$ cat src/design/preif_pkg.sv
`default_nettype none

package preif_pkg;

    typedef logic [31:0] addr_t;    // virtual or physical address
    typedef logic [18:0] vpn2_t;    // address bits 31:13
    typedef logic [19:0] pfn_t;
    typedef logic [2:0]  cattr_t;
    typedef logic [18:0] except_t;
    typedef logic [1:0]  entry_sel_t;

    localparam addr_t  RESET_VECTOR = 32'hbfc0_0000;

    localparam int     EXC_TLB_REFILL_BIT  = 8;
    localparam int     EXC_TLB_INVALID_BIT = 7;

    // icache geometry, 128 sets of 32-byte lines
    localparam int     ICACHE_INDEX_W  = 7;
    localparam int     ICACHE_OFFSET_W = 5;
    localparam int     ICACHE_TAG_W    = 20;

    localparam cattr_t CATTR_CACHED = 3'd3;

    // requests coming back from later stages
    localparam entry_sel_t ENTRY_NONE    = 2'd0;
    localparam entry_sel_t ENTRY_ERET    = 2'd1;
    localparam entry_sel_t ENTRY_EXCEPT  = 2'd2;
    localparam entry_sel_t ENTRY_REFETCH = 2'd3;

    // itlb exception codes
    localparam logic [1:0] TLB_EXC_NONE    = 2'd0;
    localparam logic [1:0] TLB_EXC_REFILL  = 2'd1;
    localparam logic [1:0] TLB_EXC_INVALID = 2'd2;

    typedef enum logic [2:0] {
        SEL_ERET,
        SEL_EXCEPT,
        SEL_REFETCH,
        SEL_CORRECT,
        SEL_BPU,
        SEL_SEQ
    } pc_sel_e;

endpackage

`default_nettype wire

$ cat src/design/fetch_req.sv
`timescale 1ns/1ps
`default_nettype none

module fetch_req import preif_pkg::*; (
    input  wire addr_t                 pc,
    input  wire addr_t                 phys_addr,
    input  wire                        cached,
    input  wire                        buf_valid,
    input  wire                        ireq_valid,
    input  wire [1:0]                  tlb_exc,
    output logic                       req_valid,
    output logic                       req_cached,
    output logic [ICACHE_TAG_W-1:0]    req_tag,
    output logic [ICACHE_INDEX_W-1:0]  req_index,
    output logic [ICACHE_OFFSET_W-1:0] req_offset,
    output except_t                    except_type
);

    logic aligned;

    assign aligned = (pc[1:0] == 2'b00);

    assign req_tag                 = phys_addr[31:12];
    assign {req_index, req_offset} = pc[11:0];    // untranslated page offset
    assign req_cached              = cached;

    assign req_valid = ireq_valid && buf_valid && (tlb_exc == TLB_EXC_NONE) && aligned;

    always_comb begin
        except_type = '0;
        case (tlb_exc)
            TLB_EXC_REFILL:  except_type[EXC_TLB_REFILL_BIT]  = 1'b1;
            TLB_EXC_INVALID: except_type[EXC_TLB_INVALID_BIT] = 1'b1;
            default:         except_type = '0;
        endcase
    end

endmodule

`default_nettype wire

$ cat src/design/itlb_buffer.sv
`timescale 1ns/1ps
`default_nettype none

module itlb_buffer import preif_pkg::*; (
    input  wire         clk,
    input  wire         reset,
    input  wire         tlb_flush,
    input  wire addr_t  pc,
    input  wire         tlb_found,
    input  wire vpn2_t  tlb_vpn2,
    input  wire pfn_t   tlb_pfn0,
    input  wire pfn_t   tlb_pfn1,
    input  wire cattr_t tlb_c0,
    input  wire cattr_t tlb_c1,
    input  wire         tlb_v0,
    input  wire         tlb_v1,
    output vpn2_t       vpn2_req,
    output addr_t       phys_addr,
    output logic        cached,
    output logic        buf_valid,
    output logic        tlb_stall,
    output logic [1:0]  tlb_exc
);

    // stored entry
    logic   ent_valid;
    logic   ent_found;
    vpn2_t  ent_vpn2;
    pfn_t   ent_pfn0;
    pfn_t   ent_pfn1;
    cattr_t ent_c0;
    cattr_t ent_c1;
    logic   ent_v0;
    logic   ent_v1;

    logic   kseg0;
    logic   kseg1;
    logic   mapped;
    logic   hit;
    logic   odd_page;
    pfn_t   sel_pfn;
    cattr_t sel_c;
    logic   sel_v;

    assign vpn2_req = pc[31:13];

    assign kseg0  = (pc[31:29] == 3'b100);    // 8xxx_xxxx, 9xxx_xxxx
    assign kseg1  = (pc[31:29] == 3'b101);    // axxx_xxxx, bxxx_xxxx
    assign mapped = !(kseg0 || kseg1);

    assign hit      = ent_valid && (ent_vpn2 == pc[31:13]);
    assign odd_page = pc[12];

    assign sel_pfn = odd_page ? ent_pfn1 : ent_pfn0;
    assign sel_c   = odd_page ? ent_c1   : ent_c0;
    assign sel_v   = odd_page ? ent_v1   : ent_v0;

    assign tlb_stall = mapped && !hit;
    assign buf_valid = !mapped || hit;

    always_comb begin
        if (mapped) begin
            phys_addr = {sel_pfn, pc[11:0]};
            cached    = (sel_c == CATTR_CACHED);
        end else begin
            phys_addr = {3'b000, pc[28:0]};
            cached    = kseg0;
        end
    end

    always_comb begin
        tlb_exc = TLB_EXC_NONE;
        if (mapped && hit) begin
            if (!ent_found) begin
                tlb_exc = TLB_EXC_REFILL;
            end else if (!sel_v) begin
                tlb_exc = TLB_EXC_INVALID;
            end
        end
    end

    always_ff @(posedge clk) begin
        if (reset || tlb_flush) begin
            ent_valid <= 1'b0;
        end else if (tlb_stall) begin
            ent_valid <= 1'b1;
        end
    end

    // one refill cycle per miss
    always_ff @(posedge clk) begin
        if (tlb_stall) begin
            ent_found <= tlb_found;
            // a missing page is kept under the requested vpn2 so the refill is reported
            ent_vpn2  <= tlb_found ? tlb_vpn2 : pc[31:13];
            ent_pfn0  <= tlb_pfn0;
            ent_pfn1  <= tlb_pfn1;
            ent_c0    <= tlb_c0;
            ent_c1    <= tlb_c1;
            ent_v0    <= tlb_v0;
            ent_v1    <= tlb_v1;
        end
    end

endmodule

`default_nettype wire

$ cat src/design/pc_gen.sv
`timescale 1ns/1ps
`default_nettype none

module pc_gen import preif_pkg::*; (
    input  wire          clk,
    input  wire          reset,
    input  wire pc_sel_e pc_sel,
    input  wire          pc_load,
    input  wire addr_t   epc,
    input  wire addr_t   except_vector,
    input  wire addr_t   refetch_pc,
    input  wire addr_t   correction_pc,
    input  wire addr_t   bpu_target,
    output addr_t        pc
);

    addr_t pc_plus4;
    addr_t next_pc;

    assign pc_plus4 = pc + 32'd4;

    always_comb begin
        case (pc_sel)
            SEL_ERET:    next_pc = epc;
            SEL_EXCEPT:  next_pc = except_vector;
            SEL_REFETCH: next_pc = refetch_pc;      // replay from a later stage
            SEL_CORRECT: next_pc = correction_pc;   // branch mispredict
            SEL_BPU:     next_pc = bpu_target;
            SEL_SEQ:     next_pc = pc_plus4;
            default:     next_pc = pc_plus4;
        endcase
    end

    always_ff @(posedge clk) begin
        if (reset) begin
            pc <= RESET_VECTOR;
        end else if (pc_load) begin
            pc <= next_pc;
        end
    end

endmodule

`default_nettype wire

$ cat src/design/pc_sel_ctrl.sv
`timescale 1ns/1ps
`default_nettype none

module pc_sel_ctrl import preif_pkg::*; (
    input  wire             clk,
    input  wire             reset,
    input  wire             pc_wr,
    input  wire entry_sel_t entry_sel,
    input  wire             prediction_failed,
    input  wire             bpu_valid,
    input  wire             tlb_stall,
    output pc_sel_e         pc_sel,
    output logic            pc_load
);

    logic first_cycle;    // cycle right after reset
    logic entry_req;
    logic correct_req;
    logic redirect;

    always_ff @(posedge clk) begin
        if (reset) begin
            first_cycle <= 1'b1;
        end else begin
            first_cycle <= 1'b0;
        end
    end

    // the reset vector issues before any pipeline request is honoured
    assign entry_req   = (entry_sel != ENTRY_NONE) && !first_cycle;
    assign correct_req = prediction_failed && !first_cycle;
    assign redirect    = entry_req || correct_req;

    always_comb begin
        pc_sel = SEL_SEQ;
        if (entry_req) begin
            case (entry_sel)
                ENTRY_ERET:    pc_sel = SEL_ERET;
                ENTRY_EXCEPT:  pc_sel = SEL_EXCEPT;
                ENTRY_REFETCH: pc_sel = SEL_REFETCH;
                default:       pc_sel = SEL_SEQ;
            endcase
        end else if (correct_req) begin
            pc_sel = SEL_CORRECT;
        end else if (bpu_valid && !first_cycle) begin
            pc_sel = SEL_BPU;
        end
    end

    // a redirect may leave a stalled fetch behind
    assign pc_load = pc_wr && (!tlb_stall || redirect);

endmodule

`default_nettype wire

$ cat src/design/preif_top.sv
`timescale 1ns/1ps
`default_nettype none

module preif_top import preif_pkg::*; (
    input  wire                        clk,
    input  wire                        reset,
    input  wire                        pc_wr,
    input  wire entry_sel_t            entry_sel,
    input  wire addr_t                 epc,
    input  wire addr_t                 except_vector,
    input  wire addr_t                 refetch_pc,
    input  wire                        prediction_failed,
    input  wire addr_t                 correction_pc,
    input  wire                        bpu_valid,
    input  wire addr_t                 bpu_target,
    input  wire                        tlb_flush,
    input  wire                        tlb_found,
    input  wire vpn2_t                 tlb_vpn2,
    input  wire pfn_t                  tlb_pfn0,
    input  wire cattr_t                tlb_c0,
    input  wire                        tlb_v0,
    input  wire pfn_t                  tlb_pfn1,
    input  wire cattr_t                tlb_c1,
    input  wire                        tlb_v1,
    input  wire                        ireq_valid,
    output addr_t                      pc,
    output vpn2_t                      vpn2_req,
    output logic                       tlb_stall,
    output logic                       req_valid,
    output logic [ICACHE_TAG_W-1:0]    req_tag,
    output logic [ICACHE_INDEX_W-1:0]  req_index,
    output logic [ICACHE_OFFSET_W-1:0] req_offset,
    output logic                       req_cached,
    output except_t                    except_type
);

    pc_sel_e    pc_sel;
    logic       pc_load;
    addr_t      phys_addr;
    logic       cached;
    logic       buf_valid;
    logic [1:0] tlb_exc;

    pc_sel_ctrl u_pc_sel_ctrl (
        .clk               (clk),
        .reset             (reset),
        .pc_wr             (pc_wr),
        .entry_sel         (entry_sel),
        .prediction_failed (prediction_failed),
        .bpu_valid         (bpu_valid),
        .tlb_stall         (tlb_stall),
        .pc_sel            (pc_sel),
        .pc_load           (pc_load)
    );

    pc_gen u_pc_gen (
        .clk           (clk),
        .reset         (reset),
        .pc_sel        (pc_sel),
        .pc_load       (pc_load),
        .epc           (epc),
        .except_vector (except_vector),
        .refetch_pc    (refetch_pc),
        .correction_pc (correction_pc),
        .bpu_target    (bpu_target),
        .pc            (pc)
    );

    itlb_buffer u_itlb_buffer (
        .clk       (clk),
        .reset     (reset),
        .tlb_flush (tlb_flush),
        .pc        (pc),
        .tlb_found (tlb_found),
        .tlb_vpn2  (tlb_vpn2),
        .tlb_pfn0  (tlb_pfn0),
        .tlb_pfn1  (tlb_pfn1),
        .tlb_c0    (tlb_c0),
        .tlb_c1    (tlb_c1),
        .tlb_v0    (tlb_v0),
        .tlb_v1    (tlb_v1),
        .vpn2_req  (vpn2_req),
        .phys_addr (phys_addr),
        .cached    (cached),
        .buf_valid (buf_valid),
        .tlb_stall (tlb_stall),
        .tlb_exc   (tlb_exc)
    );

    fetch_req u_fetch_req (
        .pc          (pc),
        .phys_addr   (phys_addr),
        .cached      (cached),
        .buf_valid   (buf_valid),
        .ireq_valid  (ireq_valid),
        .tlb_exc     (tlb_exc),
        .req_valid   (req_valid),
        .req_cached  (req_cached),
        .req_tag     (req_tag),
        .req_index   (req_index),
        .req_offset  (req_offset),
        .except_type (except_type)
    );

endmodule

`default_nettype wire

$ cat config.mk
export PLATFORM = sky130hd
export DESIGN_NAME = preif_top
export DESIGN_NICKNAME = d
export VERILOG_FILES = /design/src/design/preif_pkg.sv /design/src/design/fetch_req.sv /design/src/design/itlb_buffer.sv /design/src/design/pc_gen.sv /design/src/design/pc_sel_ctrl.sv /design/src/design/preif_top.sv
export SDC_FILE = /design/constraint.sdc
export NUM_CORES = 1
export LEC_CHECK = 0
export BUFFER_PORTS_ARGS = -buffer_cell sky130_fd_sc_hd__buf_2
export CAP_MARGIN = 40
export CORE_AREA = 2 2 131 133
export DETAILED_ROUTE_END_ITERATION = 16
export DIE_AREA = 0 0 133 135
export HOLD_SLACK_MARGIN = 0.08
export PLACE_DENSITY_LB_ADDON = 0.2
export SLEW_MARGIN = 20
export SYNTH_ARGS = -nofsm -noshare
export SYNTH_HDL_FRONTEND = slang
export SYNTH_SLANG_ARGS = --single-unit
$ cat constraint.sdc
create_clock -name clk -period 12.6 [get_ports clk]
set_input_delay 0 -clock clk [delete_from_list [all_inputs] [get_ports clk]]
set_output_delay 0 -clock clk [all_outputs]
set_load 0.01 [all_outputs]
==> impl_metrics.csv <==
group,metric,value,unit
clock_tree,cts.path.max_buffers,2,
yosys,async_flop_share,0,%
setup_path,critPathRequiredTime,12.60,ns
cells_and_area,final_cell_area,9094,um^2
routing,vias_per_cell,5.368,
global_route,overflow,0,
power,vdd_drop_max,0.08889,mV
die,die_area,17960,um^2
routing,vias,6619,
cells_and_area,n_antenna_cell,0,
global_route,grtUsageTotal,25.55,%
power,p_leak,3.849,nW
setup_path,cp-end-kind,"output port",
setup_path,critPathMaxFanout,58,
sta,tns,0,ns
die,die_h,135,um
yosys,yosysUniqueCellTypes,60,
clock_tree,insertion_delay,0.36,ns
outcome,status,"finished, final reports clean",
sta,worst_pin_slew,0.7627,ns
hold_path,worst_hold_path.num_cells,5,
place,dp_slack,9.944,ns
clock_tree,postCtsSetupRepairBufs,0,
clock_tree,cts_root_buffer,"clkbuf_16",
sta,fin_ws,9.688,ns
die,num_io_pins,342,
yosys,synth-simple-area-share,13.40,%
setup_path,start_kind,"flop",
cells_and_area,n_fill_cell,1491,
yosys,synthMuxAreaShare,11.21,%
global_route,first_global_vias,6437,
yosys,seq_area_frac_synth,41.83,%
yosys,synth-edff-count,68,
clock_tree,cts_resized,0,
setup_path,crit_arrival,2.91,ns
cells_and_area,utilization,55.43,%
cells_and_area,area_delta_synth_final,39.72,%
place,placed_area,7995,um^2
clock_tree,cts_buffers,9,
global_route,grt_max_degree,59,
routing,route.detailed.drc,0,
yosys,ys_ff_latch,102,
yosys,yosys.area_share.adder,0.1922,%
die,core_region_area,16410,um^2
yosys,synthXorXnorAreaFrac,2.557,%
flow_run,drv_cap,0,
setup_path,ff2ff_path_depth,6,
sta,skew,0.007311,ns
routing,routedWlPerCell,18.92,um
die,rows,47,
yosys,synth_top_family_by_area,"compound AO/OA/AOI/OAI gates",
setup_path,path_class,"reg2out",
sta,fin_crit,2.912,ns
routing,drt-initial-drc-count,441,
sta,rsz0062_at_grt,"no",
sta,final_hold_viol_count,0,
clock_tree,numClockSinks,102,
routing,routed_wl,23330,um
yosys,ys.flop_type,"edfxtp_1",
power,finalPower,0.0009369,W
cells_and_area,final_nets,1246,
setup_path,crit_path_max_incr_delay,0.67,ns
sta,fin_crit_sh,23.11,%
clock_tree,hold_buffers,74,
sta,finalSetupViolCount,0,
clock_tree,path_clk_slew,0.07,ns
hold_path,hold_class,"in2reg",
yosys,synth_area_leaders,"edfxtp_1 (31%), dfxtp_1 (10%), mux2_2 (8.1%)",
clock_tree,tritoncts,"done",
setup_path,cp_slowest_cell,"dfxtp_1",
setup_path,crit_path_cell_trace,"xor2_1, nor4_1, nand3_1, nor3_1, nor2_4, buf_4, buf_2",
yosys,synthCells,677,
cells_and_area,drive_gt1_share,40.77,%
die,fp.dieW,133,um
global_route,antenna_found_initial,0,
sta,relSlewSlack,49.16,%
yosys,synth_area,6509,um^2
routing,postRouteAntennaNets,0,
yosys,synth_compound_area_share,20.95,%
yosys,synth_largest_area_cell,"edfxtp_1",
sta,clock.fmax,0.3434,GHz
place,dp_hpwl,17060,um
yosys,synth_top_cell_area_share,31.37,%
yosys,syn_avg_cell_area,9.614,um^2
place,routabilityCongestion,0.9124,
sta,slew_viol_final,0,
global_route,grt_first_pass_wirelength,35360,um
clock_tree,cts_max_level,3,
die,start_util,39.67,%
yosys,synth_warnings,0,
place,port_buffers,324,
power,power.density,103.0,nW/um^2
routing,dr.pass1.iters,5,
cell usage after synthesis, types with 3 or more instances:
cell type,count
inv_1,8
buf_4,50
xor2_1,12
nor4b_1,3
a22oi_1,54
o211ai_1,6
a221oi_1,6
and2_1,6
nor3_1,19
mux2i_1,20
o21ai_0,76
nand4_1,7
buf_2,18
nor4_1,6
mux2_2,47
dfxtp_1,34
nand3_1,10
o21ai_1,7
and3_1,5
a222oi_1,3
clkbuf_1,34
a21oi_1,36
buf_1,3
and4_1,3
a31oi_1,12
xnor2_1,7
edfxtp_1,68
nand2_1,46
nor2_1,30
o221ai_1,3
flip-flops by register name, summed over array words and instances, names as in the netlist:
| signal | flops |
|---|---|
| u_itlb_buffer.ent_c0 | 3 |
| u_itlb_buffer.ent_c1 | 3 |
| u_itlb_buffer.ent_vpn2 | 19 |
| u_pc_sel_ctrl.first_cycle | 1 |
| u_itlb_buffer.ent_pfn0 | 20 |
| u_pc_gen.pc | 32 |
| u_itlb_buffer.ent_valid | 1 |
| u_itlb_buffer.ent_pfn1 | 20 |
| u_itlb_buffer.ent_v1 | 1 |
| u_itlb_buffer.ent_v0 | 1 |
| u_itlb_buffer.ent_found | 1 |
report_power, final:
| group | internal [W] | switching [W] |
|---|---|---|
| Sequential | 0.000392 | 0.0000290 |
| Clock | 0.000139 | 0.000136 |
| Combinational | 0.000114 | 0.000127 |
| Total | 0.000645 | 0.000292 |
stage by stage:
stage / instances / hold WS [ns]
after global routing: 1233 / 0.1248
after global placement: 1138 / 0.1764
after detailed placement: 1140 / 0.1781
final: 1233 / 0.08548
after floorplan: 693 / 0.02772
after CTS: 1230 / 0.09451
cells in the final DEF (no fill, tap or decap), drive strengths merged, types with 4 or more instances in the layout:
| master | netlist | routed |
|---|---|---|
| a21oi | 38 | 38 |
| a221oi | 6 | 6 |
| a22oi | 54 | 54 |
| a31oi | 12 | 12 |
| and2 | 6 | 6 |
| and3 | 5 | 5 |
| buf | 71 | 335 |
| clkbuf | 34 | 9 |
| clkinv | 1 | 4 |
| conb | 1 | 17 |
| dfxtp | 34 | 34 |
| dlygate4sd3 | 0 | 74 |
| edfxtp | 68 | 68 |
| inv | 8 | 12 |
| mux2 | 47 | 47 |
| mux2i | 20 | 20 |
| nand2 | 46 | 46 |
| nand3 | 10 | 10 |
| nand4 | 8 | 8 |
| nor2 | 30 | 30 |
| nor3 | 20 | 20 |
| nor4 | 8 | 8 |
| nor4b | 5 | 5 |
| o211ai | 6 | 6 |
| o21ai | 83 | 83 |
| xnor2 | 7 | 7 |
| xor2 | 12 | 12 |
worst paths after layout:
kind / startpoint / to / slack [ns]
setup / recovery: u_pc_gen.pc[24] / tlb_stall / 9.69
hold / removal: bpu_target[2] / u_pc_gen.pc[2] / 0.09
setup reg to reg: u_pc_gen.pc[24] / u_itlb_buffer.ent_pfn0[2] / 9.95
hold reg to reg: u_itlb_buffer.ent_valid / u_itlb_buffer.ent_valid / 0.54
cell type report:
class	instances	area (um^2)	share of cell area (%)
inverter	9	33.78	0.3715
multi-input combinational	477	3241	35.64
sequential	102	2724	29.95
clock inverter	7	65.06	0.7155
clock buffer	9	225.2	2.477
timing repair buffer	409	2530	27.82
tap	220	275.3	3.027
metal layers:
layer | part of all wire [%] | routed length (um) | track usage, % | vias to the layer above
li1 | - | - | - | 3155
met1 | 42 | 9784 | 32.04 | 3113
met2 | 50 | 11560 | 45.74 | 325
met3 | 6.8 | 1586 | 5.143 | 26
met4 | 1.7 | 401 | 5.317 | 0
met5 | 0 | 0 | 0 | -
logic make-up after synthesis:
| logic type | after synthesis |
|---|---|
| AO/OA/AOI/OAI | 218 |
| AND/OR/NAND/NOR | 155 |
| buffers and inverters | 114 |
| flip-flops | 102 |
| multiplexers | 67 |
| XOR/XNOR | 19 |
| adder cells (fa/ha/maj) | 1 |
| other | 1 |
critical path: cells and delay by family (launching register included):
family                 cells  cell delay [ns]
XOR/XNOR                   1             0.18
buffers and inverters      2             0.62
flip-flops                 1             0.67
AND/OR/NAND/NOR            4             1.05
Power figures use the tool's default switching activity.
